### config.mk
export PLATFORM = sky130hd
export DESIGN_NAME = byte_lane_ram
export DESIGN_NICKNAME = d
export VERILOG_FILES = /design/src/rtl/uart_bram_pkg.sv /design/src/rtl/byte_lane_ram.sv
export SDC_FILE = /design/constraint.sdc
export NUM_CORES = 2
export LEC_CHECK = 0
export CAP_MARGIN = 20
export CORE_MARGIN = 5
export CORE_UTILIZATION = 45
export CTS_CLUSTER_DIAMETER = 50
export DETAILED_ROUTE_END_ITERATION = 12
export DONT_BUFFER_PORTS = 1
export PLACE_DENSITY = 0.66
export SLEW_MARGIN = 20
export SYNTH_ARGS = -nofsm -noshare
export SYNTH_HDL_FRONTEND = slang
export SYNTH_SLANG_ARGS = --single-unit
### constraint.sdc
create_clock -name s_axis -period 2.2 [get_ports s_axis]
set_input_delay 0.11 -clock s_axis [delete_from_list [all_inputs] [get_ports s_axis]]
set_output_delay 0.11 -clock s_axis [all_outputs]
set_load 0.01 [all_outputs]
### src/rtl/uart_bram_pkg.sv
// Shared definitions for the serial-line memory service.
// Holds the command opcodes, response codes, widths and the request structs
// passed from the command controller to the byte lanes and the serializer.

package uart_bram_pkg;

    //////////////////////////////////////////////////////////////////////
    // Widths
    //////////////////////////////////////////////////////////////////////

    localparam int BYTE_WIDTH   = 8;
    localparam int BYTE_NUM_DEF = 4;    // Lanes per memory word
    localparam int ADDR_WIDTH   = 8;    // One address byte covers all words

    //////////////////////////////////////////////////////////////////////
    // Command and response codes
    //////////////////////////////////////////////////////////////////////

    typedef enum logic [7:0] {
        OP_WRITE = 8'h57,               // 'W'
        OP_READ  = 8'h52                // 'R'
    } opcode_e;

    typedef enum logic [7:0] {
        RSP_ACK = 8'h06,                // Write taken
        RSP_NAK = 8'h15                 // Unknown opcode
    } rsp_e;

    //////////////////////////////////////////////////////////////////////
    // Memory requests
    //////////////////////////////////////////////////////////////////////

    typedef struct packed {
        logic                               stb;
        logic [ADDR_WIDTH-1:0]              addr;
        logic [BYTE_NUM_DEF-1:0]            mask;
        logic [BYTE_NUM_DEF*BYTE_WIDTH-1:0] data;   // Lane 0 in the low byte
    } wr_req_t;

    typedef struct packed {
        logic                  stb;
        logic [ADDR_WIDTH-1:0] addr;
    } rd_req_t;

endpackage

### src/rtl/byte_lane_ram.sv
// One byte lane of the word memory.
// Synchronous write and registered read on a shared address, shaped so
// synthesis maps it onto block RAM. One instance per byte of the word.

`timescale 1ns/100ps

module byte_lane_ram #(
    parameter int ADDR_WIDTH = 8
) (
    input  logic                                s_axis,
    input  logic                                wr_en_i,
    input  logic [ADDR_WIDTH-1:0]               addr_i,
    input  logic [uart_bram_pkg::BYTE_WIDTH-1:0] wr_data_i,
    input  logic                                rd_en_i,
    output logic [uart_bram_pkg::BYTE_WIDTH-1:0] rd_data_o
);

localparam int DEPTH = 2 ** ADDR_WIDTH;

logic [uart_bram_pkg::BYTE_WIDTH-1:0] mem [DEPTH];

always_ff @(posedge s_axis) begin
    if (wr_en_i) begin
        mem[addr_i] <= wr_data_i;
    end
    if (rd_en_i) begin
        rd_data_o <= mem[addr_i];   // Valid the cycle after the read strobe
    end
end

endmodule

==> run_results.csv <==
group,metric,value,unit
global_routing,overflow,0,
drt,postRouteWirelength,189.7,mm
worst_hold_path,hold_class,"primary input to flip-flop",
clocking,insertion_delay,840,ps
synth,netlist_instances,3547,
synth,synthTopCellsByCount,"2056 x edfxtp_1, 512 x mux4_2, 256 x a22oi_1, 232 x nor2_1, 145 x clkbuf_1",
global_routing,track_usage,0.2041,
synth,syn_nets,3566,
clocking,hold_buffers,9,
clocking,cts_sinks,2056,
drt,first_iter_violations,4546,
global_routing,met1_usage,0.2892,
critical_path,timing.rr.start,"mem[90][0]",
sta,min_period,2597,ps
sta,fin_ws,-397.3,ps
worst_hold_path,holdPathStages,0,
sta,slew_violations,277,
finish,final_cells,6471,
place,gp_congestion,0.7980,
pwr,peakVddDrop,0.6194,mV
sta,finalCritPeriodShare,1.181,
sta,hold_viol_final,2029,
drt,via_per_inst,5.967,
sta,rsz0062_at_grt,"true",
critical_path,cp_max_fo,518,
die,core-area,173800,um2
clocking,clockBufferDepth,3,
clocking,postCtsSetupRepairBufs,0,
drt,wl_per_cell,29.32,um
finish,n_fill_cell,13330,
clocking,ctsRootBufferMaster,"clkbuf_16",
drt,dr_total_vias,38620,
synth,synth_top_cell_by_area,"edfxtp_1",
sta,finalSetupViolCount,8,
synth,synth-edff-count,2056,
sta,worst_pin_slew,1816,ps
pwr,p_leak,28.50,nW
finish,nNetsFinal,4001,
global_routing,antenna_found_initial,4,
place,place_area,84270,um2
run_status,status,"finished, violations left",
sta,fin_hold_ws,-603.4,ps
place,hpwl,103.7,mm
die,num_rows,153,
synth,synth_top_area_share,0.7858,
drt,drc,0,
global_routing,grt_pass1_vias,39280,
die,die_w,427.9,um
die,start_util,0.4520,
synth,ys.flop_type,"edfxtp_1",
run_status,failed_checks,"hold timing, slew limit, setup timing",
clocking,numCtsBuffers,201,
critical_path,required,2710,ps
synth,yosysMostFrequentCell,"edfxtp_1",
sta,fin_tns_setup,-2569,ps
place,portBuffers,0,
global_routing,globalRoute.busiestLayer,"met2",
drt,dr.pass1.iters,5,
synth,async_flop_share,0,
clocking,cts_tree,"yes",
place,pre_cts_slack,-680.2,ps
critical_path,start_kind,"primary input",
critical_path,critPathLaunch,"addr_i[0]",
critical_path,endpoint_kind,"flip-flop",
global_routing,gr-usage-met3,0.03823,
global_routing,met2_usage,0.3248,
synth,synth-seq-area-share,0.7858,
sta,max_freq,385.0,MHz
clocking,h-tree-depth,4,
critical_path,r2r_cells,6,
synth,ys_ff_latch,2056,
finish,drive_gt1_frac,0.3517,
synth,syn_area,78570,um2
critical_path,criticalPathCategory,"primary input to flip-flop",
synth,synth_area_leaders,"edfxtp_1 79%, mux4_2 15%, a22oi_1 2.4%, nor2_1 1.1%, a21oi_1 0.82%",
job,maxCapViolCount,0,
drt,ant_nets,0,
synth,ys_types,21,
critical_path,rrSetupSlack,-180,ps
clocking,clk_pin_slew_worst_paths,60,ps
critical_path,r2r_end,"rd_data_o[0]",
die,ioPinCount,27,
critical_path,endpoint,"rd_data_o[0]",
global_routing,grt_pass1_wl,276.4,mm
finish,areaGrowthSynthToFinish,16.88,%
sta,fin_worst_skew,50.73,ps
die,die_height,427.9,um
pwr,power_density,860.3,nW/um2
die,die_area,183100,um2
place,place_inst,6091,
critical_path,cp.arrival,3110,ps
synth,avgSynthCellArea,22.15,um2
finish,final_cell_area,91840,um2
global_routing,grt_max_degree,519,
sta,relSlewSlack,-0.2104,
synth,ys_warn_count,0,
[routing by layer]
| metal | part of all wire | vias up | routed length, um |
|---|---|---|---|
| met4 | 0.031 | 0 | 5829 |
| li1 | - | 15950 | - |
| met3 | 0.082 | 318 | 15470 |
| met2 | 0.49 | 1714 | 93020 |
| met5 | 0 | - | 0 |
| met1 | 0.40 | 20630 | 75400 |
[worst min path at each step]
| stage | startpoint | slack (ps) | to |
|---|---|---|---|
| 2_1_floorplan | wr_data_i[0] | 210 | mem[0][0] |
| 3_3_place_gp | rd_en_i | 230 | rd_data_o[0] |
| 3_5_place_dp | rd_en_i | 230 | rd_data_o[0] |
| 4_1_cts | wr_data_i[4] | -630 | mem[91][4] |
| 5_1_grt | wr_data_i[6] | -650 | mem[66][6] |
| 6_report | wr_data_i[4] | -600 | mem[91][4] |
[critical path, cell delays in order]
cell     delay [ps]
mux4_2         1040
a22oi_1         320
a21oi_4         120
o41ai_4         540
nand4_1         170
[layout make-up]
cell class	count	area [um2]	area share
diodes	1	2.502	0.00002725
multi-input cells	1258	16930	0.1843
clock inverters	116	1037	0.01129
inverters	1	3.754	0.00004087
well taps	2325	2909	0.03168
flip-flops and latches	2056	61740	0.6723
clock buffers	250	5235	0.05700
repair buffers	464	3983	0.04336
[cell usage in the layout (no fill, tap or decap), types with 2 or more instances in the layout]
master,count
a21oi_1,64
clkinv_1,46
buf_12,29
bufinv_16,10
nand2_2,2
inv_6,5
a22oi_1,174
nand2b_1,5
a22oi_2,82
or2_2,2
dlygate4sd3_1,9
clkinv_16,5
o41ai_2,20
clkinv_2,34
and2_1,2
clkinv_8,6
nor2b_1,5
nor2_2,30
a21oi_4,7
buf_16,3
mux4_2,512
edfxtp_1,2056
a21oi_2,57
nand3_1,11
nor3_1,30
clkbuf_1,48
nor2_1,201
nand3_2,2
nor2b_4,2
buf_6,5
nand4_1,8
clkinv_4,2
o41ai_4,12
inv_16,2
buf_4,416
clkbuf_16,204
nand2_1,26
clkinvlp_4,6
[state kept, by name, summed over array words and instances (netlist names)]
signal,flops
mem,2048
rd_data_o,8
[where the power goes]
part           switching, mW  internal, mW  total, mW  leakage, nW
registers             0.0674          43.2       43.3         18.5
clock network           14.6          18.1       32.7         3.04
logic                   1.55          1.44       2.99         6.98
total                   16.2          62.8       79.0         28.5
[through the flow]
| step | power [mW] | utilization |
|---|---|---|
| floorplan | 45.98 | - |
| global placement | 46.52 | 0.4848 |
| detailed placement | 46.52 | 0.4848 |
| CTS | 79.18 | 0.5262 |
| global route | 81.20 | 0.5284 |
| finish | 79.01 | 0.5284 |
[timing repair]
action | in CTS | in global routing
cloned | 0 | 2
pin swaps | 57 | 23
setup endpoints to repair | 8 | 1740
gates resized for setup | 154 | 46
hold endpoints to repair | 2765 | 2048
[logic make-up after synthesis]
| family | share of synthesized area |
|---|---|
| AND/OR/NAND/NOR | 0.01731 |
| AO/OA/AOI/OAI | 0.03618 |
| flip-flops | 0.7858 |
| buffers and inverters | 0.01400 |
| multiplexers | 0.1468 |
Power figures use the tool's default switching activity.
