--- src/rtl/uart_bram_pkg.sv ---
// Shared definitions for the serial-line memory service.
// Holds the command opcodes, response codes, widths and the request structs
// passed from the command controller to the byte lanes and the serializer.

package uart_bram_pkg;

    //////////////////////////////////////////////////////////////////////
    // Widths
    //////////////////////////////////////////////////////////////////////

    localparam int BYTE_WIDTH   = 8;
    localparam int BYTE_NUM_DEF = 4;    // Lanes per memory word
    localparam int ADDR_WIDTH   = 8;    // One address byte covers all words

    //////////////////////////////////////////////////////////////////////
    // Command and response codes
    //////////////////////////////////////////////////////////////////////

    typedef enum logic [7:0] {
        OP_WRITE = 8'h57,               // 'W'
        OP_READ  = 8'h52                // 'R'
    } opcode_e;

    typedef enum logic [7:0] {
        RSP_ACK = 8'h06,                // Write taken
        RSP_NAK = 8'h15                 // Unknown opcode
    } rsp_e;

    //////////////////////////////////////////////////////////////////////
    // Memory requests
    //////////////////////////////////////////////////////////////////////

    typedef struct packed {
        logic                               stb;
        logic [ADDR_WIDTH-1:0]              addr;
        logic [BYTE_NUM_DEF-1:0]            mask;
        logic [BYTE_NUM_DEF*BYTE_WIDTH-1:0] data;   // Lane 0 in the low byte
    } wr_req_t;

    typedef struct packed {
        logic                  stb;
        logic [ADDR_WIDTH-1:0] addr;
    } rd_req_t;

endpackage

--- src/rtl/rsp_serializer.sv ---
// Response sender for the serial memory service.
// A status strobe sends its code as a single byte; a read strobe captures
// all lanes one cycle later and sends them least significant byte first.
// Done pulses when the last byte has left the transmitter.

`timescale 1ns/100ps

module rsp_serializer #(
    parameter int BYTE_NUM = uart_bram_pkg::BYTE_NUM_DEF
) (
    input  logic                                         s_axis,
    input  logic                                         rst_n_i,
    input  logic                                         status_valid_i,
    input  uart_bram_pkg::rsp_e                          status_i,
    input  logic                                         rd_strobe_i,
    input  logic [BYTE_NUM*uart_bram_pkg::BYTE_WIDTH-1:0] lane_data_i,
    input  logic                                         tx_busy_i,
    output logic                                         tx_start_o,
    output logic [7:0]                                   tx_byte_o,
    output logic                                         done_o
);

import uart_bram_pkg::*;

localparam int CNT_W = (BYTE_NUM > 1) ? $clog2(BYTE_NUM) : 1;

typedef enum logic [1:0] {
    SR_IDLE,
    SR_CAPTURE,     // Lane data valid in this cycle
    SR_SEND,
    SR_WAIT
} state_e;

state_e                         state;
logic [CNT_W-1:0]               left_q;     // Bytes still to send after this one
logic [BYTE_NUM*BYTE_WIDTH-1:0] shift_q;
logic                           byte_free;

assign byte_free = (state == SR_WAIT) && !tx_busy_i;

always_ff @(posedge s_axis or negedge rst_n_i) begin
    if (!rst_n_i) begin
        state  <= SR_IDLE;
        left_q <= '0;
    end else begin
        case (state)
            SR_IDLE: begin
                if (status_valid_i) begin
                    left_q <= '0;
                    state  <= SR_WAIT;
                end else if (rd_strobe_i) begin
                    state <= SR_CAPTURE;
                end
            end
            SR_CAPTURE: begin
                left_q <= CNT_W'(BYTE_NUM - 1);
                state  <= SR_SEND;
            end
            SR_SEND: state <= SR_WAIT;      // Busy is up by the next cycle
            SR_WAIT: begin
                if (!tx_busy_i) begin
                    if (left_q == '0) begin
                        state <= SR_IDLE;
                    end else begin
                        left_q <= left_q - 1'b1;
                        state  <= SR_SEND;
                    end
                end
            end
            default: state <= SR_IDLE;
        endcase
    end
end

always_ff @(posedge s_axis) begin
    if (state == SR_CAPTURE) begin
        shift_q <= lane_data_i;
    end else if (byte_free && left_q != '0) begin
        shift_q <= shift_q >> BYTE_WIDTH;
    end
end

assign tx_start_o = (state == SR_IDLE && status_valid_i) || (state == SR_SEND);
assign tx_byte_o  = (state == SR_IDLE) ? status_i : shift_q[BYTE_WIDTH-1:0];
assign done_o     = byte_free && (left_q == '0);

endmodule

--- config.mk ---
export PLATFORM = sky130hd
export DESIGN_NAME = rsp_serializer
export DESIGN_NICKNAME = d
export VERILOG_FILES = /design/src/rtl/uart_bram_pkg.sv /design/src/rtl/rsp_serializer.sv
export SDC_FILE = /design/constraint.sdc
export NUM_CORES = 1
export LEC_CHECK = 0
export BUFFER_PORTS_ARGS = -buffer_cell sky130_fd_sc_hd__buf_2
export CELL_PAD_IN_SITES_DETAIL_PLACEMENT = 0
export CELL_PAD_IN_SITES_GLOBAL_PLACEMENT = 1
export CORE_AREA = 10 10 83 85
export CTS_CLUSTER_DIAMETER = 100
export DETAILED_ROUTE_END_ITERATION = 7
export DIE_AREA = 0 0 93 95
export GPL_TIMING_DRIVEN = 0
export PLACE_DENSITY_LB_ADDON = 0.1
export SETUP_SLACK_MARGIN = 0.02
export SYNTH_ARGS = -nofsm -noshare
export SYNTH_HDL_FRONTEND = slang
export SYNTH_SLANG_ARGS = --single-unit
--- constraint.sdc ---
create_clock -name s_axis -period 3.3 [get_ports s_axis]
set_input_delay 0.495 -clock s_axis [delete_from_list [all_inputs] [get_ports s_axis]]
set_output_delay 0.495 -clock s_axis [all_outputs]
set_load 0.05 [all_outputs]
==> flow_summary.yaml <==
floorplan:
  die_x_um: 93
  die_area_um2: 8840
  rows: 27
  num_io_pins: 55
  fp.dieH_um: 95
  start_util_pct: 33.4
  core_um2: 5340
timing:
  tightestPinTransition_ns: 0.751
  period_share_pct: 70.5
  setup_viol: 0
  clock_skew_ns: 0.00864
  hold_viol: 0
  final.min_clock_period_ns: 2.33
  timing.fmax_mhz: 430
  rsz0062_at_grt: "false"
  final_max_slew_viol_count: 0
  slew_headroom_pct: 49.9
  setup_tns_ns: 0
worst_setup_path:
  cpLargestDelayFamily: "flip-flops"
  slowest_stage: "dfrtp_1"
  worstSetupPathType: "reg -> out"
  crit_path_max_fanout: 10
  cp_num_buf_inv: 2
  critical_path.cell_chain: "buf_4 > nor2_2 > mux2_2 > buf_2"
  slowest_delay_ns: 0.41
  start_kind: "register"
  cp.arrival_ns: 1.83
  endpoint_kind: "output port"
  required_ns: 2.80
final_layout:
  area_growth_pct: 26.9
  final_cell_mix: "54 x buf_2, 32 x edfxtp_1, 22 x mux2_4"
  n_antenna_cell: 0
  postLayoutCoreUtil_pct: 42.3
  layout-drive-gt1-share_pct: 60.4
  layout_commonest_cell: "buf_2"
  num-nets-final: 214
  layout.cells.non_filler: 241
power:
  pwr-share-comb_pct: 36.3
  p_sw_share_pct: 30.3
  total_power_mw: 1.75
  power_density_nw_per_um2: 776
  ir_worst_vdd_uv: 358
  p_sw_mw: 0.531
  p_clk_share_pct: 21.4
  pwr-share-seq_pct: 42.3
  leakagePower_nw: 0.945
  intPower_mw: 1.22
yosys:
  netlist_top_cells_area: "edfxtp_1 54%, mux2_4 19%, mux2_2 6.3%"
  synth.area.mux_share_pct: 25.4
  synth_area_um2: 1780
  synth_top_family_by_area: "multiplexers"
  synth-xor-area-share_pct: 0
  synth_seq_area_share_pct: 59.6
  ys_ff_latch: 36
  synth-compound-area-share_pct: 1.69
  synthesis.nets: 152
  synth_cells: 106
  synth_adder_area_share_pct: 0.703
  synth_top_area_share_pct: 54.0
  synth_cell_types: 22
  yosysWarnings: 0
  synth_top_cell_by_area: "edfxtp_1"
  synth-simple-area-share_pct: 7.59
  avgSynthCellArea_um2: 16.8
routing:
  drt-total-wl_um: 3190
  wl_per_cell_um: 13.2
  routed-via-count: 1014
  dr.pass1.iters: 4
  drc: 0
  ant_nets: 0
  viasPerCell: 4.21
  drt_iter0_drc: 21
cts:
  cts_tree: "built"
  clockBufferDepth: 2
  cts_sinks: 36
  clkLatencyLatePin_ns: 0.28
  path_clk_slew_ns: 0.07
  cts_root_buffer: "clkbuf_8"
  htreeDepth: 2
  cts_buffers: 5
  postCtsSetupBuffers: 0
global_route:
  grt_first_pass_wirelength_um: 5200
  grt_pass1_vias: 1113
  grtUsageTotal_pct: 7.71
  antenna_found_initial: 0
  grt_start_max_net_pins: 34
  overflow: 0
placed_design:
  gp_congestion: 0.680
  dp_hpwl_um: 2420
  numPortBuffers: 54
  dp_cells: 232
flow_run:
  maxCapViolations: 0
hold_path:
  hp-class: "in -> reg"
run_status:
  status: "complete, no violations"
[area by class of cell]
cell class	instances	area, um^2
Timing Repair Buffer	55	280
Inverter	2	7.51
Clock inverter	2	35.0
Clock buffer	6	72.6
Buffer	6	81.3
Fill cell	526	3080
Tap cell	72	90.1
Sequential cell	36	1060
Multi-Input combinational cell	62	632
[routing by layer]
layer	vias to the layer above	global-route usage (%)	share of wire (%)
li1	514	-	-
met1	458	8.22	42
met2	39	11.9	46
met3	3	4.44	11
met4	0	4.24	0.88
met5	-	0	0
[path summary, 6_finish.rpt]
check,start,end,slack (ns),cells after the start
min reg2reg,shift_q[17],shift_q[9],0.54,1
min,rd_strobe_i,state[0],0.45,3
max reg2reg,left_q[0],shift_q[10],1.49,4
max,state[1],tx_byte_o[0],0.97,4
min in group asynchronous,rst_n_i,state[1],0.54,2
max in group asynchronous,rst_n_i,left_q[0],2.64,2
[flip-flops by register name, summed over array words and instances (netlist names)]
register and cells:
shift_q 32, left_q 2, state 2
[synth_stat cells (all sizes together)]
| library cell | number |
|---|---|
| ha | 1 |
| o21ai | 1 |
| edfxtp | 32 |
| nor3 | 2 |
| o211a | 1 |
| and2 | 9 |
| and4b | 1 |
| nand2b | 1 |
| dfrtp | 4 |
| mux2i | 1 |
| mux2 | 32 |
| nor2 | 5 |
| a21oi | 3 |
| inv | 2 |
| buf | 6 |
| nand4 | 1 |
| nand2 | 3 |
| nor2b | 1 |
[what timing repair did]
action | CTS | global route
hold endpoints to repair | 4 | 0
gates resized for setup | 0 | 0
hold buffers | 1 | 0
[power groups by stage]
stage               Combinational (mW)  Clock (mW)  Sequential, mW
floorplan                        0.530           0           0.742
global placement                 0.639           0           0.751
detailed placement               0.647           0           0.754
CTS                              0.650       0.391           0.743
global route                     0.693       0.414           0.757
finish                           0.637       0.375           0.741
[metrics by stage]
step | hold slack, ns | worst slack, ns | cell area [um^2]
floorplan | 0.199 | 1.36 | 1780
global placement | 0.306 | 0.965 | 2140
detailed placement | 0.314 | 1.27 | 2140
CTS | 0.449 | 0.944 | 2260
global route | 0.465 | 0.843 | 2260
finish | 0.453 | 0.974 | 2260
[logic make-up after synthesis]
kind of cell	Yosys count
adders and majority gates	1
AOI/OAI and AO/OA	5
DFF	36
and+or+nand+nor	23
muxes	33
buffers and inverters	8
[worst register-to-register path: cells and delay by family, from the launching register on]
family	cells	cell delay, ns
AND/OR/NAND/NOR	1	0.65
flip-flops	1	0.37
adder cells (fa/ha/maj)	1	0.21
AO/OA/AOI/OAI	1	0.14
buffers and inverters	1	0.05
Power figures use the tool's default switching activity.
