`config.mk`:
```
export PLATFORM = sky130hd
export DESIGN_NAME = uart_rx
export DESIGN_NICKNAME = d
export VERILOG_FILES = /design/src/rtl/uart_rx.sv
export SDC_FILE = /design/constraint.sdc
export NUM_CORES = 1
export LEC_CHECK = 0
export CELL_PAD_IN_SITES_DETAIL_PLACEMENT = 0
export CELL_PAD_IN_SITES_GLOBAL_PLACEMENT = 1
export CORE_MARGIN = 2
export CORE_UTILIZATION = 40
export CTS_CLUSTER_DIAMETER = 100
export DETAILED_ROUTE_END_ITERATION = 10
export DONT_BUFFER_PORTS = 1
export GPL_TIMING_DRIVEN = 0
export PLACE_DENSITY_LB_ADDON = 0.1
export SYNTH_ARGS = -nofsm -noshare
export SYNTH_HDL_FRONTEND = slang
export SYNTH_SLANG_ARGS = --single-unit
```
`constraint.sdc`:
```
create_clock -name s_axis -period 1.75 [get_ports s_axis]
set_input_delay 0.0875 -clock s_axis [delete_from_list [all_inputs] [get_ports s_axis]]
set_output_delay 0.0875 -clock s_axis [all_outputs]
set_load 0.05 [all_outputs]
```
`src/rtl/uart_rx.sv`:
```
// Serial receiver, 8 data bits, one stop bit, no parity.
// The line is synchronised, each bit is sampled at mid-time, and a good
// frame ends with a one-cycle strobe in the middle of the stop bit.

`timescale 1ns/100ps

module uart_rx #(
    parameter int CLKS_PER_BIT = 16
) (
    input  logic       s_axis,
    input  logic       rst_n_i,
    input  logic       uart_rx_i,
    output logic       rx_valid_o,
    output logic [7:0] rx_byte_o
);

localparam int CNT_W = $clog2(CLKS_PER_BIT + 1);
localparam int HALF  = CLKS_PER_BIT / 2;

typedef enum logic [1:0] {
    RX_IDLE,
    RX_START,
    RX_DATA,
    RX_STOP
} state_e;

state_e           state;
logic [2:0]       sync_q;       // Two sync flops plus one for edge detect
logic [CNT_W-1:0] clk_cnt;
logic [2:0]       bit_idx;
logic             line;
logic             bit_end;

assign line    = sync_q[1];
assign bit_end = (clk_cnt == CNT_W'(CLKS_PER_BIT - 1));

always_ff @(posedge s_axis or negedge rst_n_i) begin
    if (!rst_n_i) begin
        sync_q     <= '1;
        state      <= RX_IDLE;
        clk_cnt    <= '0;
        bit_idx    <= '0;
        rx_valid_o <= 1'b0;
    end else begin
        sync_q     <= {sync_q[1:0], uart_rx_i};
        rx_valid_o <= 1'b0;
        clk_cnt    <= clk_cnt + 1'b1;
        case (state)
            RX_IDLE: begin
                clk_cnt <= '0;
                if (sync_q[2] && !line) state <= RX_START;   // Falling edge
            end
            RX_START: begin
                if (clk_cnt == CNT_W'(HALF - 1)) begin
                    clk_cnt <= '0;
                    bit_idx <= '0;
                    state   <= line ? RX_IDLE : RX_DATA;      // Glitch filter
                end
            end
            RX_DATA: begin
                if (bit_end) begin
                    clk_cnt <= '0;
                    bit_idx <= bit_idx + 3'd1;
                    if (bit_idx == 3'd7) state <= RX_STOP;
                end
            end
            RX_STOP: begin
                if (bit_end) begin
                    rx_valid_o <= line;     // Bad stop bit drops the byte
                    state      <= RX_IDLE;
                end
            end
            default: state <= RX_IDLE;
        endcase
    end
end

// LSB arrives first, so shift in from the top
always_ff @(posedge s_axis) begin
    if (state == RX_DATA && bit_end) rx_byte_o <= {line, rx_byte_o[7:1]};
end

endmodule

```
==> results of run 1 <==
==> power by group <==
group          leakage, nW  internal [mW]  switching [mW]  total, mW
clock               0.0279          0.232           0.154      0.386
sequential           0.248          0.606          0.0569      0.663
combinational        0.149          0.148           0.171      0.319
==> worst max-delay path: stages, from the launching register on <==
cell	delay (ns)
dfrtp_1	0.40
ha_2	0.22
nand3_1	0.11
inv_1	0.05
ha_1	0.20
and2_2	0.25
a221oi_2	0.27
a21oi_1	0.06
==> stage by stage <==
| step | TNS, ns | util | setup WS (ns) |
|---|---|---|---|
| 6_report | 0 | 0.477 | 0.0540 |
| 5_1_grt | -0.0417 | 0.477 | -0.0417 |
| 4_1_cts | 0 | 0.471 | 0.0199 |
| 3_5_place_dp | -0.495 | 0.433 | -0.109 |
| 3_3_place_gp | -0.378 | 0.433 | -0.119 |
| 2_1_floorplan | 0 | - | 0.0724 |
==> cell usage in the layout, fill, tap and decap left out, drive strengths merged <==
cell type	synthesis	routed
dfrtp	11	11
edfxtp	8	8
nor2	6	6
o21ai	5	5
ha	5	5
a21oi	4	4
inv	4	4
clkbuf	1	4
nor2b	3	3
o22ai	3	3
dfstp	3	3
nand3	2	2
a221oi	2	2
dlygate4sd3	0	2
buf	1	2
xnor2	1	1
nand4bb	1	1
xor2	1	1
nand2	1	1
nand3b	1	1
and2	1	1
and3	1	1
or3b	1	1
a22oi	1	1
bufinv	0	1
==> registers in the layout, summed over array words and instances, names as in the netlist, named ones only <==
name	count
rx_valid_o	1
rx_byte_o	8
sync_q	3
state	1
clk_cnt	5
bit_idx	3
==> repair_timing <==
action | in CTS | in global routing
cloned | 0 | 0
endpoints found under the setup margin | 10 | 2
hold buffers | 2 | 0
endpoints found under the hold margin | 15 | 0
resized for setup | 4 | 2
buffers inserted | 1 | 0
==> final cells by class <==
| type | instances | area [um^2] | area share |
|---|---|---|---|
| tap | 28 | 35.0 | 0.0339 |
| clock buffer | 3 | 22.5 | 0.0218 |
| multi-input combinational | 39 | 302 | 0.291 |
| inverter | 4 | 15.0 | 0.0145 |
| clock inverter | 1 | 30.0 | 0.0290 |
| buffer | 2 | 8.76 | 0.00846 |
| sequential | 22 | 594 | 0.574 |
| timing repair buffer | 3 | 27.5 | 0.0266 |
==> kinds of logic after synthesis <==
family | share of synthesized area
flops | 0.658
buf+inv | 0.0263
fa+ha+maj | 0.0693
simple gates | 0.123
compound gates | 0.104
xor+xnor | 0.0194
==> final timing paths <==
check / end / slack, ns / depth (start not counted)
setup / recovery: state[0] / 0.05 / 7
setup reg to reg: state[0] / 0.05 / 7
hold / removal: bit_idx[0] / 0.24 / 1
min in group s_axis: sync_q[0] / 0.30 / 1
hold reg to reg: sync_q[1] / 0.37 / 0
max in group asynchronous: state[0] / 1.08 / 1
==> routing by layer <==
metal  vias up  wire [um]  GRT usage
met1       240        724      0.185
met4         0         21     0.0789
met3         3         35     0.0345
met2         7        693      0.186
met5         -          0          0
li1        252          -          -
==> flow_summary.toml, run 1 <==
[run_status]
outcome = "finished, final reports clean"

[floorplan]
pin_count = 12
die-area_mm2 = 0.00265
core-area_mm2 = 0.00217
die_w_um = 51.5
dieHeight_um = 51.5
start_util = 0.416
rows = 17

[route]
ant_nets = 0
first_iter_violations = 6
first_pass_iters = 4
viasPerCell = 4.92
wl_mm = 1.47
post_drt_wl_per_cell_um = 14.5
via_count = 502
drc_errors = 0

[finish]
fin_cells = 102
antenna_cells = 0
fin_nets = 83
fillerInstances = 210
drive_above_1_share = 0.216
finalInstanceArea_mm2 = 0.00103
syn2layout_area_growth_pct = 14.5

[cts]
cts_tree = "built"
cts.sinks = 22
cts-root-buf = "clkbuf_4"
htreeDepth = 1
clkTransAtPathRegs_ns = 0.13
cts_made_buffers = 3
cts_buffer_depth = 2
clock_latency_ns = 0.31

[yosys]
synth_area_um2 = 903
synth_edf_count = 8
synthCells = 67
synth_area_leader_cell = "dfrtp_1"
ys_async_sr_fraction = 0.636
synth_top_cells_by_count = "11 x dfrtp_1, 8 x edfxtp_1, 6 x nor2_1"
ys_ff_latch = 22
synth_ff_type = "dfrtp_1"
synthDistinctLibCells = 23
avgSynthCellArea_um2 = 13.5
syn_nets = 75
yosysWarnings = 0
synthTopCellsByArea = "dfrtp_1 30%, edfxtp_1 27%, dfstp_2 8.7%"
ys_seq_area_frac = 0.658
synth_top_area_share = 0.305
yosysMostFrequentCell = "dfrtp_1"

[power]
leakagePower_nw = 0.425
total_power_mw = 1.37
power_density_mw_per_mm2 = 1320
ir_drop_v = 0.000796

[timing]
period_share = 0.969
setup_violations = 0
worst_slew_pin_slew_ns = 0.671
drv_slew = 0
rsz0062_at_grt = "true"
hold_viol_final = 0
slew_headroom = 0.551
max_clock_freq_ghz = 0.590
hold_slack_ns = 0.235
period_needed_ns = 1.70
skew_ns = 0.00869

[placed_design]
gp_congestion = 0.611
port_buffers = 0
postPlaceCellArea_um2 = 938
placedCellCount = 95
dp_hpwl_mm = 1.01

[critical_path]
start_kind = "flop"
r2r_start = "clk_cnt[0]"
crit_path_end_kind = "flop"
cp_max_fo = 6
worstSetupPathType = "reg2reg"
crit_required_ns = 1.93
critical_path.startpoint = "clk_cnt[0]"
arrival_ns = 1.87

[flow_run]
drv_cap = 0

[grt]
antenna_found_initial = 0
grt_pass1_wl_mm = 2.46
first_global_vias = 517
grt_max_degree = 15
gr-total-overflow = 0
grtUsageTotal = 0.133

[min_path]
hold_class = "in2async"
No activity file was read; power rests on OpenSTA's default activity.
==> run 2, diff against run 1 <==
--- a/config.mk
+++ b/config.mk
@@ -8,7 +8,7 @@
 export CELL_PAD_IN_SITES_DETAIL_PLACEMENT = 0
 export CELL_PAD_IN_SITES_GLOBAL_PLACEMENT = 1
 export CORE_MARGIN = 2
-export CORE_UTILIZATION = 40
+export CORE_UTILIZATION = 43
 export CTS_CLUSTER_DIAMETER = 100
 export DETAILED_ROUTE_END_ITERATION = 10
 export DONT_BUFFER_PORTS = 1
==> run 2 against run 1 <==
  * Global-route usage grew 0.10 points
  * Critical path type unchanged
  * Routed wire length shrank 5.8%
  * Core utilization grew 5.3 points
  * Worst hold slack lost 0.0051 ns
  * First-iteration DRC count shrank 17%
  * Clock-buffer cell count is the same
  * Non-clock buffer count grew 1
  * Critical endpoint unchanged
  * Clock skew shrank 0.0046 ns
  * Via count grew 4.4%
  * Total power grew 0.95%
  * Register-to-register slack gained 0.06 ns
  * Clock power shrank 2%
==> flow_summary.toml, run 2 (synthesis results as in run 1) <==
[run_status]
outcome = "finished, final reports clean"

[finish]
fillerInstances = 191
antenna_cells = 0
reg_top3 = "rx_byte_o x8, clk_cnt x5"
fin_nets = 84
largest_reg_flops = 8
layout_commonest_cell = "dfrtp_1"
drive_above_1_share = 0.200
regArea_um2 = 594
mostFrequentLayoutCells = "11 x dfrtp_1, 8 x edfxtp_1, 6 x nor2_1"
multi_input_area_um2 = 300
syn2layout_area_growth_pct = 15.1
finalInstanceArea_mm2 = 0.00104
top_register = "rx_byte_o"

[floorplan]
core-area_mm2 = 0.00196
die-area_mm2 = 0.00248
pin_count = 12
start_util = 0.460
dieHeight_um = 49.8
rows = 16
die_w_um = 49.8

[grt]
first_global_vias = 543
grtUsageTotal = 0.134
gr-total-overflow = 0
grt_max_degree = 15
grt_pass1_wl_mm = 2.47
antenna_found_initial = 0

[critical_path]
reg2reg_to = "state[0]"
r2r_start = "clk_cnt[0]"
cp_max_fo = 6
critical_path.startpoint = "clk_cnt[0]"
arrival_ns = 1.81
worstSetupPathType = "reg2reg"
rrSetupSlack_ns = 0.11
crit_end = "state[0]"
crit_path_end_kind = "flop"
start_kind = "flop"
rr_worst_depth = 7
crit_required_ns = 1.92

[cts]
cts_made_buffers = 3
clock_latency_ns = 0.30
cts_buffer_depth = 2
clkTransAtPathRegs_ns = 0.12
cts-root-buf = "clkbuf_4"
htreeDepth = 1
cts_tree = "built"
cts.sinks = 22

[min_path]
hold_class = "in2async"

[timing]
period_share = 0.936
worst_slack_ns = 0.111
rsz0062_at_grt = "false"
hold_viol_final = 0
setup_tns_ns = 0
worst_slew_pin_slew_ns = 0.632
period_needed_ns = 1.64
max_clock_freq_ghz = 0.610
drv_slew = 0
skew_ns = 0.00409
slew_headroom = 0.577
hold_slack_ns = 0.230
setup_violations = 0

[route]
viasPerCell = 5.14
ant_nets = 0
first_pass_iters = 4
post_drt_wl_per_cell_um = 13.6
via_count = 524
wl_mm = 1.39
first_iter_violations = 5
drc_errors = 0

[power]
power_density_mw_per_mm2 = 1330
leakagePower_nw = 0.425
ir_drop_v = 0.00104
total_power_mw = 1.38

[placed_design]
gp_congestion = 0.646
pre_cts_ws_ns = -0.109
postPlaceCellArea_um2 = 937
port_buffers = 0
dp_hpwl_um = 955

[flow_run]
drv_cap = 0
run 2: what timing repair did:
action / CTS / global route
gates resized for setup: 4 / 2
hold buffers: 2 / 0
buffers inserted: 1 / 1
setup endpoints to repair: 10 / 2
hold endpoints to repair: 15 / 0
pin swaps: 0 / 0
run 2: area by class of cell:
class | instances | area share
multi-input cells | 39 | 0.289
inverters | 4 | 0.0144
flip-flops and latches | 22 | 0.572
well taps | 27 | 0.0325
repair buffers | 4 | 0.0337
clock buffers | 3 | 0.0217
clock inverters | 1 | 0.0289
plain buffers | 2 | 0.00842
run 2: worst min path at each step:
stage,start,end,slack (ns)
after detailed placement,rst_n_i,bit_idx[2],-0.21
after global routing,rst_n_i,bit_idx[2],0.29
after CTS,rst_n_i,bit_idx[2],0.24
after global placement,rst_n_i,bit_idx[2],-0.21
final,rst_n_i,bit_idx[2],0.23
after floorplan,rst_n_i,asynchronous set/reset pin,-0.21
run 2: where the power goes:
| group | internal [mW] | switching [mW] | total [mW] |
|---|---|---|---|
| Combinational | 0.161 | 0.168 | 0.329 |
| Sequential | 0.606 | 0.0682 | 0.674 |
| Clock | 0.231 | 0.147 | 0.378 |
run 2: critical path, cell delays in order, from the launching register on:
cell	delay [ns]
dfrtp_1	0.43
ha_4	0.19
nand3_1	0.10
inv_1	0.05
ha_1	0.20
and2_4	0.19
a221oi_1	0.28
a21oi_1	0.07
run 2: metal layers:
metal,vias up,track usage,routed length (um)
met5,-,0,0
met4,0,0.0556,8
met3,2,0.0182,31
met2,6,0.209,709
met1,259,0.188,639
li1,257,-,-
run 2: metrics by stage:
step | instances | util
floorplan | 67 | -
global placement | 94 | 0.478
detailed placement | 94 | 0.478
CTS | 101 | 0.520
global route | 102 | 0.530
finish | 102 | 0.530
