$ cat src/rtl/uart_bram_pkg.sv
// Shared definitions for the serial-line memory service.
// Holds the command opcodes, response codes, widths and the request structs
// passed from the command controller to the byte lanes and the serializer.

package uart_bram_pkg;

    //////////////////////////////////////////////////////////////////////
    // Widths
    //////////////////////////////////////////////////////////////////////

    localparam int BYTE_WIDTH   = 8;
    localparam int BYTE_NUM_DEF = 4;    // Lanes per memory word
    localparam int ADDR_WIDTH   = 8;    // One address byte covers all words

    //////////////////////////////////////////////////////////////////////
    // Command and response codes
    //////////////////////////////////////////////////////////////////////

    typedef enum logic [7:0] {
        OP_WRITE = 8'h57,               // 'W'
        OP_READ  = 8'h52                // 'R'
    } opcode_e;

    typedef enum logic [7:0] {
        RSP_ACK = 8'h06,                // Write taken
        RSP_NAK = 8'h15                 // Unknown opcode
    } rsp_e;

    //////////////////////////////////////////////////////////////////////
    // Memory requests
    //////////////////////////////////////////////////////////////////////

    typedef struct packed {
        logic                               stb;
        logic [ADDR_WIDTH-1:0]              addr;
        logic [BYTE_NUM_DEF-1:0]            mask;
        logic [BYTE_NUM_DEF*BYTE_WIDTH-1:0] data;   // Lane 0 in the low byte
    } wr_req_t;

    typedef struct packed {
        logic                  stb;
        logic [ADDR_WIDTH-1:0] addr;
    } rd_req_t;

endpackage

$ cat src/rtl/cmd_ctrl.sv
// Command parser for the serial memory service.
// Takes received bytes as opcode, address, mask and data, then issues one
// write request, read request or status per command and holds until the
// response has been sent.

`timescale 1ns/100ps

module cmd_ctrl (
    input  logic                   s_axis,
    input  logic                   rst_n_i,
    input  logic                   rx_valid_i,
    input  logic [7:0]             rx_byte_i,
    input  logic                   rsp_done_i,
    output uart_bram_pkg::wr_req_t wr_req_o,
    output uart_bram_pkg::rd_req_t rd_req_o,
    output logic                   status_valid_o,
    output uart_bram_pkg::rsp_e    status_o
);

import uart_bram_pkg::*;

localparam int CNT_W = (BYTE_NUM_DEF > 1) ? $clog2(BYTE_NUM_DEF) : 1;
localparam logic [CNT_W-1:0] LAST_BYTE = CNT_W'(BYTE_NUM_DEF - 1);

typedef enum logic [2:0] {
    ST_IDLE,
    ST_ADDR,
    ST_MASK,
    ST_DATA,
    ST_RESPOND
} state_e;

state_e                             state;
logic                               is_write;
logic [CNT_W-1:0]                   byte_cnt;
logic                               wr_stb;
logic                               rd_stb;
logic [ADDR_WIDTH-1:0]              addr_q;
logic [BYTE_NUM_DEF-1:0]            mask_q;
logic [BYTE_NUM_DEF*BYTE_WIDTH-1:0] data_q;

//////////////////////////////////////////////////////////////////////
// Parser FSM
//////////////////////////////////////////////////////////////////////

always_ff @(posedge s_axis or negedge rst_n_i) begin
    if (!rst_n_i) begin
        state          <= ST_IDLE;
        is_write       <= 1'b0;
        byte_cnt       <= '0;
        wr_stb         <= 1'b0;
        rd_stb         <= 1'b0;
        status_valid_o <= 1'b0;
    end else begin
        wr_stb         <= 1'b0;
        rd_stb         <= 1'b0;
        status_valid_o <= 1'b0;
        case (state)
            ST_IDLE: begin
                if (rx_valid_i) begin
                    case (opcode_e'(rx_byte_i))
                        OP_WRITE: begin
                            is_write <= 1'b1;
                            state    <= ST_ADDR;
                        end
                        OP_READ: begin
                            is_write <= 1'b0;
                            state    <= ST_ADDR;
                        end
                        default: begin
                            status_valid_o <= 1'b1;     // NAK right away
                            state          <= ST_RESPOND;
                        end
                    endcase
                end
            end
            ST_ADDR: begin
                if (rx_valid_i) begin
                    if (is_write) begin
                        state <= ST_MASK;
                    end else begin
                        rd_stb <= 1'b1;
                        state  <= ST_RESPOND;
                    end
                end
            end
            ST_MASK: begin
                if (rx_valid_i) begin
                    byte_cnt <= '0;
                    state    <= ST_DATA;
                end
            end
            ST_DATA: begin
                if (rx_valid_i) begin
                    byte_cnt <= byte_cnt + 1'b1;
                    if (byte_cnt == LAST_BYTE) begin
                        wr_stb         <= 1'b1;
                        status_valid_o <= 1'b1;         // ACK with the write
                        state          <= ST_RESPOND;
                    end
                end
            end
            ST_RESPOND: begin
                if (rsp_done_i) state <= ST_IDLE;       // Bytes here are dropped
            end
            default: state <= ST_IDLE;
        endcase
    end
end

//////////////////////////////////////////////////////////////////////
// Command fields
//////////////////////////////////////////////////////////////////////

always_ff @(posedge s_axis) begin
    if (rx_valid_i) begin
        case (state)
            ST_IDLE: status_o <= RSP_NAK;
            ST_ADDR: addr_q <= rx_byte_i[ADDR_WIDTH-1:0];
            ST_MASK: mask_q <= rx_byte_i[BYTE_NUM_DEF-1:0];
            ST_DATA: begin
                data_q[byte_cnt*BYTE_WIDTH +: BYTE_WIDTH] <= rx_byte_i;
                status_o <= RSP_ACK;
            end
            default: ;
        endcase
    end
end

assign wr_req_o = '{stb: wr_stb, addr: addr_q, mask: mask_q, data: data_q};
assign rd_req_o = '{stb: rd_stb, addr: addr_q};

endmodule

$ cat config.mk
export PLATFORM = sky130hd
export DESIGN_NAME = cmd_ctrl
export DESIGN_NICKNAME = d
export VERILOG_FILES = /design/src/rtl/uart_bram_pkg.sv /design/src/rtl/cmd_ctrl.sv
export SDC_FILE = /design/constraint.sdc
export NUM_CORES = 1
export LEC_CHECK = 0
export BUFFER_PORTS_ARGS = -buffer_cell sky130_fd_sc_hd__buf_2
export CORE_AREA = 10 10 60 111
export DETAILED_ROUTE_END_ITERATION = 16
export DIE_AREA = 0 0 70 121
export PLACE_DENSITY = 0.74
export SYNTH_ARGS = -nofsm -noshare
export SYNTH_HDL_FRONTEND = slang
export SYNTH_SLANG_ARGS = --single-unit
$ cat constraint.sdc
create_clock -name s_axis -period 2.2 [get_ports s_axis]
set_clock_uncertainty 0.05 [all_clocks]
set_input_delay 0.44 -clock s_axis [delete_from_list [all_inputs] [get_ports s_axis]]
set_output_delay 0.44 -clock s_axis [all_outputs]
set_load 0.005 [all_outputs]
==> key figures, run 1 <==
Run status
  – Outcome: complete, no violations

Clock network
  – CTS tree: yes
  – Post-CTS setup repair buffer count: 0
  – H-tree depth: 2
  – Root buffer cell: clkbuf_8
  – Clock buffer depth: 2
  – TritonCTS buffer count: 5
  – CTS Sinks: 55
  – Clock-pin slew on the worst setup and hold paths: 0.09 ns
  – Clock Latency Late Sink: 0.31 ns

Setup path
  – CP required: 2.33 ns
  – CP cell instances: inv_1 > ha_1 > nor3b_1 > and2_1
  – Crit path launch: byte_cnt[0]
  – Crit Path Category: reg2reg
  – Crit path capture type: flip-flop
  – Data arrival, critical path: 2.12 ns
  – CP bufs+invs: 1
  – Reg-to-Reg End: data_q[6]
  – Worst r2r src: byte_cnt[0]
  – Critical path depth in cells: 4
  – Crit path to: data_q[6]
  – Worst r2r path cells: 4
  – Slowest stage delay, CP: 0.55 ns
  – Startpoint types: flip-flop
  – Slowest-stage cell, CP: nor3b_1
  – Max FO, Critical Path: 8
  – Top delay family on crit path: simple AND/OR/NAND/NOR gates
  – Reg2Reg Setup Slack: 0.22 ns

Die
  – Die Wd: 70 um
  – # rows: 36
  – Die height: 121 um
  – I/O Pins: 75
  – Initial core utilization: 0.485
  – Core area: 4860 um^2
  – Die area: 8470 um^2

Finish
  – Commonest cells after routing, fill and taps aside: buf_2 (69), edfxtp_1 (46), and2_1 (37)
  – FILL cells: 427
  – Antenna Cells: 0
  – Nets: 250
  – Area Growth Syn to Fin: 18.4%
  – Most common cell after layout, fill and taps aside: buf_2
  – Final Cell Area: 2800 um^2
  – Layout cell share with drive strength beyond 1: 0.356

Synth
  – Synth Area in Simple Gates: 0.183
  – Cells taking the most area after synthesis: edfxtp_1 (59%), and2_1 (9.8%), dfrtp_1 (9.5%)
  – Number of distinct library cells after synthesis: 30
  – Mux share of post-synthesis cell area: 0
  – Seq/Total Area, Yosys: 0.680
  – Synth Cell Area: 2360 um^2
  – Area leader, netlist: edfxtp_1
  – Synthesis Warnings: 0
  – Flops & latches, synth: 55
  – Area share of xor/xnor cells in the synthesized design: 0.00371
  – Syn_area_per_cell: 13.9 um^2
  – Post-synth top area share: 0.585
  – Area share of fa/ha/maj cells after synthesis: 0.0318
  – Gate Count Post-Synth: 170
  – Largest family of logic cells by synthesized area: simple AND/OR/NAND/NOR gates
  – Compound-Gate Fraction of Synth Area: 0.0313

Global routing
  – GR Overflow Total: 0
  – Antenna violations before repair: 0
  – Largest net degree at the start of global routing: 17
  – Number of global-route vias before repair: 1511
  – First-pass GRT wire length: 7910 um
  – Total Routing Usage GR: 0.120

Timing
  – Final period util: 0.902
  – Final hold violations: 0
  – RSZ-0062 raised after global routing: true
  – Setup ws final: 0.215 ns
  – Final setup fails: 0
  – Worst Tran Pin Value: 0.665 ns
  – Rel. slew slack: 0.554
  – Max frequency: 504 MHz
  – Pins Over Slew Limit: 0
  – Period minus WS final: 1.98 ns

Power
  – Power, Total: 0.00287 W
  – Lkg Pwr: 1.19 nW
  – PwrDens: 1030 nW/um^2
  – VDD IR max: 0.736 mV

Drt
  – Pre-antenna DRT Iters: 4
  – Antenna viol nets, final: 0
  – Initial DRC Count: 56
  – Drt drc: 0
  – Via count: 1455
  – Drt via density: 5.02
  – Final WL: 5080 um
  – Drt wl/cell: 17.5 um

Placement
  – Placed Instance Area: 2660 um^2
  – IO Port Bufs: 69
  – Place WS: 0.209 ns
  – Post-detail-place hpwl: 3980 um
  – Final Wtd Congestion: 0.809

Min path
  – Worst hold path class: in2reg

Run
  – Max cap viols: 0
-- registers in the layout, indices dropped and copies added (netlist names) --
register        cells
is_write            1
byte_cnt            2
status_o            2
status_valid_o      1
rd_stb              1
state               3
addr_q              8
wr_stb              1
data_q             32
mask_q              4
-- worst register-to-register path, cell delays in order, from the launching register on --
cell and delay (ns):
dfrtp_1 0.49, inv_1 0.17, ha_1 0.38, nor3b_1 0.55, and2_1 0.22
-- routing by layer --
metal / routed length (um) / vias up / GRT usage
met2: 2850 / 48 / 0.219
met3: 332 / 14 / 0.0418
li1: - / 698 / -
met4: 213 / 0 / 0.0782
met5: 0 / - / 0
met1: 1680 / 695 / 0.106
-- cells by family after synthesis --
| kind of cell | count (synthesis) |
|---|---|
| flops | 55 |
| buf+inv | 23 |
| fa+ha+maj | 6 |
| xor+xnor | 1 |
| other cells | 2 |
| compound gates | 11 |
| simple gates | 72 |
-- repair_timing --
item                                   4_1_cts  5_1_grt
resized for setup                            0        2
hold buffers                                 1        0
setup endpoints to repair                    0       14
endpoints found under the hold margin        9        0
-- worst min-delay path by stage --
stage	from	to	cells after the start
after floorplan	rst_n_i	byte_cnt[0]	0
after global placement	rst_n_i	state[1]	1
after detailed placement	rst_n_i	rd_stb	1
after CTS	rx_byte_i[5]	addr_q[5]	1
after global routing	rx_byte_i[7]	addr_q[7]	1
final	rx_byte_i[5]	addr_q[5]	1
-- through the flow --
stage,utilization,hold WS (ns),cells,setup TNS [ns]
floorplan,-,0.0944,173,0
global placement,0.546,0.252,281,0
detailed placement,0.546,0.256,281,0
CTS,0.573,0.343,290,0
global route,0.575,0.352,290,-0.0233
finish,0.575,0.357,290,0
-- area by class of cell --
type / count / area [um^2] / share of cell area
inverter: 3 / 11.3 / 0.00403
clock inverter: 2 / 35.0 / 0.0125
multi-input combinational: 95 / 618 / 0.221
timing repair buffer: 72 / 370 / 0.132
sequential: 55 / 1610 / 0.575
tap: 57 / 71.3 / 0.0255
clock buffer: 6 / 82.6 / 0.0295
-- cell usage after synthesis --
master and n:
a21oi_1 2, a311oi_1 1, a31oi_1 1, a41o_1 1
and2_1 37, and4b_1 1, buf_4 17, buf_6 1
clkbuf_1 2, conb_1 2, dfrtp_1 9, edfxtp_1 46
ha_1 6, inv_1 3, nand2_1 10, nand2b_1 4
nand3_1 1, nand3b_1 1, nand4bb_1 1, nor2_1 6
nor3_1 3, nor3b_1 3, nor4b_1 1, o21ai_0 3
o311ai_0 1, o31ai_1 2, or2_2 1, or4_1 2
or4b_4 1, xor2_1 1
-- where the power goes --
part | leakage, nW | internal (W) | switching [W]
logic | 0.585 | 0.000309 | 0.000397
clock network | 0.0612 | 0.000368 | 0.000312
registers | 0.547 | 0.00137 | 0.000113
Note: power is estimated with default switching activity, not from simulation.
==> inputs of run 2 (changes only) <==
--- a/config.mk
+++ b/config.mk
@@ -6,9 +6,9 @@
 export NUM_CORES = 1
 export LEC_CHECK = 0
 export BUFFER_PORTS_ARGS = -buffer_cell sky130_fd_sc_hd__buf_2
-export CORE_AREA = 10 10 60 111
+export CORE_AREA = 5 5 55 106
 export DETAILED_ROUTE_END_ITERATION = 16
-export DIE_AREA = 0 0 70 121
+export DIE_AREA = 0 0 60 111
 export PLACE_DENSITY = 0.74
 export SYNTH_ARGS = -nofsm -noshare
 export SYNTH_HDL_FRONTEND = slang
==> key figures, run 2 (same netlist as run 1, synthesis figures left out) <==
Die
  – Die height: 111 um (was 121 um)
  – Die Wd: 60 um (was 70 um)
  – I/O Pins: 75 (unchanged)
  – Core area: 4860 um^2 (unchanged)
  – # rows: 36 (unchanged)
  – Initial core utilization: 0.485 (unchanged)
  – Die area: 6660 um^2 (was 8470 um^2)

Global routing
  – Met1 usage: 0.132 (was 0.106)
  – Grt met2 use: 0.270 (was 0.219)
  – Total Routing Usage GR: 0.139 (was 0.120)
  – First-pass GRT wire length: 6860 um (was 7910 um)
  – Antenna violations before repair: 0 (unchanged)
  – Largest net degree at the start of global routing: 17 (unchanged)
  – Number of global-route vias before repair: 1404 (was 1511)
  – Gr busiest metal: met2 (unchanged)
  – Global-route met3 utilization: 0.0291 (was 0.0418)
  – GR Overflow Total: 0 (unchanged)

Run
  – Max cap viols: 0 (unchanged)

Power
  – NetSw: 0.000796 W (was 0.000821 W)
  – VDD IR max: 0.753 mV (was 0.736 mV)
  – P_int: 0.00190 W (was 0.00205 W)
  – Lkg Pwr: 1.17 nW (was 1.19 nW)
  – Clock share of power: 0.192 (was 0.237)
  – Sequential share of power: 0.550 (was 0.517)
  – Comb pwr share: 0.258 (was 0.246)
  – Switching Fraction: 0.296 (was 0.286)
  – PwrDens: 978 nW/um^2 (was 1030 nW/um^2)

Finish
  – Layout Cells excl Fill: 290 (unchanged)
  – Commonest cells after routing, fill and taps aside: buf_2 (69), edfxtp_1 (46), and2_1 (37) (unchanged)
  – Area Growth Syn to Fin: 16.6% (was 18.4%)
  – Max reg flops: 32 (unchanged)
  – FILL cells: 430 (was 427)
  – Most common cell after layout, fill and taps aside: buf_2 (unchanged)
  – Layout cell share with drive strength beyond 1: 0.343 (was 0.356)
  – Top reg by flops: data_q (unchanged)
  – Antenna Cells: 0 (unchanged)
  – Largest registers: data_q: 32 flops, addr_q: 8 flops, mask_q: 4 flops (unchanged)
  – Nets: 250 (unchanged)

Timing
  – Max frequency: 496 MHz (was 504 MHz)
  – Worst Tran Pin Value: 0.714 ns (was 0.665 ns)
  – Period minus WS final: 2.02 ns (was 1.98 ns)
  – RSZ-0062 raised after global routing: false (was true)
  – Final hold violations: 0 (unchanged)
  – Setup ws final: 0.182 ns (was 0.215 ns)
  – Pins Over Slew Limit: 0 (unchanged)
  – Final period util: 0.917 (was 0.902)
  – Rel. slew slack: 0.523 (was 0.554)
  – Final setup fails: 0 (unchanged)
  – Setup TNS: 0 ns (unchanged)

Setup path
  – Crit path capture type: flip-flop (unchanged)
  – Reg2Reg Setup Slack: 0.18 ns (was 0.22 ns)
  – Slowest stage delay, CP: 0.61 ns (was 0.55 ns)
  – CP cell instances: inv_1 > ha_1 > nor3b_1 > and2_1 (unchanged)
  – Crit Path Category: reg2reg (unchanged)
  – Worst r2r path cells: 4 (unchanged)
  – Slowest-stage cell, CP: nor3b_1 (unchanged)
  – Worst r2r src: byte_cnt[0] (unchanged)
  – Data arrival, critical path: 2.13 ns (was 2.12 ns)
  – CP bufs+invs: 1 (unchanged)
  – Startpoint types: flip-flop (unchanged)
  – Crit path launch: byte_cnt[0] (unchanged)
  – Top delay family on crit path: simple AND/OR/NAND/NOR gates (unchanged)
  – Max FO, Critical Path: 8 (unchanged)
  – Reg-to-Reg End: data_q[1] (was data_q[6])
  – CP required: 2.32 ns (was 2.33 ns)

Placement
  – Final Wtd Congestion: 0.733 (was 0.809)
  – Dpl cells: 281 (unchanged)
  – Place WS: 0.224 ns (was 0.209 ns)
  – Post-detail-place hpwl: 3510 um (was 3980 um)
  – IO Port Bufs: 69 (unchanged)

Run status
  – Outcome: complete, no violations (unchanged)

Clock network
  – CTS Sinks: 55 (unchanged)
  – Clock Latency Late Sink: 0.29 ns (was 0.31 ns)
  – Clock buffer depth: 2 (unchanged)
  – Root buffer cell: clkbuf_8 (unchanged)
  – H-tree depth: 2 (unchanged)
  – TritonCTS buffer count: 5 (unchanged)
  – Clock-pin slew on the worst setup and hold paths: 0.09 ns (about the same)
  – CTS tree: yes (unchanged)

Drt
  – Initial DRC Count: 42 (was 56)
  – Drt drc: 0 (unchanged)
  – Antenna viol nets, final: 0 (unchanged)
  – Drt via density: 5.06 (was 5.02)
  – Drt wl/cell: 15.6 um (was 17.5 um)
  – Final WL: 4520 um (was 5080 um)
  – Pre-antenna DRT Iters: 4 (unchanged)
  – Via count: 1467 (was 1455)

Min path
  – Worst hold path class: in2reg (unchanged)
  – Hold-critical path endpoint: addr_q[7] (was addr_q[5])
  – Hold depth: 1 (unchanged)
  – Hold wc startpoint: rx_byte_i[7] (was rx_byte_i[5])
[run 2: changes by cell type in the layout (fill, tap and decap cells not counted)]
cell,before,now
bufinv_16,1,0
clkbuf_1,0,1
clkbuf_8,6,5
clkinvlp_4,0,1
nor3b_1,1,3
nor3b_2,2,0
[run 2: repair_timing]
| action | in CTS | in global routing |
|---|---|---|
| endpoints found under the hold margin | 9 | 0 |
| gates resized for setup | 0 | 0 |
| buffers inserted | 0 | 0 |
| hold buffers | 1 | 0 |
[run 2: layout make-up]
cell class,instances,area [um^2],share of cell area
tap,57,71.3,0.0259
clock buffer,6,72.6,0.0264
sequential,55,1610,0.584
timing repair buffer,72,370,0.135
multi-input combinational,95,608,0.221
clock inverter,2,12.5,0.00455
inverter,3,11.3,0.00409
[run 2: how the worst max path moves through the flow]
stage / to / slack (ns) / depth (start not counted)
after CTS: data_q[4] / 0.20 / 4
after global placement: data_q[12] / 0.32 / 4
after floorplan: data_q[0] / 0.57 / 4
after detailed placement: data_q[1] / 0.22 / 4
after global routing: data_q[5] / 0.03 / 4
final: data_q[1] / 0.18 / 4
[run 2: metrics by stage]
step | instance area, um^2 | hold WS (ns) | utilization | total power [W]
after floorplan | 2370 | 0.0944 | - | 0.00195
after global placement | 2660 | 0.250 | 0.546 | 0.00217
after detailed placement | 2660 | 0.252 | 0.546 | 0.00220
after CTS | 2750 | 0.356 | 0.566 | 0.00271
after global routing | 2750 | 0.357 | 0.566 | 0.00284
final | 2750 | 0.363 | 0.566 | 0.00269
[run 2: per-layer routing]
metal  wire, um  up-vias
met3        274        4
met5          0        -
met2       2690       49
met1       1520      722
met4         36        0
li1           -      692
[run 2: power groups by stage]
stage | clock [W] | combinational, W | sequential, W
5_1_grt | 0.000572 | 0.000773 | 0.00150
6_report | 0.000517 | 0.000694 | 0.00148
4_1_cts | 0.000528 | 0.000700 | 0.00148
3_3_place_gp | 0 | 0.000668 | 0.00150
2_1_floorplan | 0 | 0.000470 | 0.00148
3_5_place_dp | 0 | 0.000697 | 0.00151
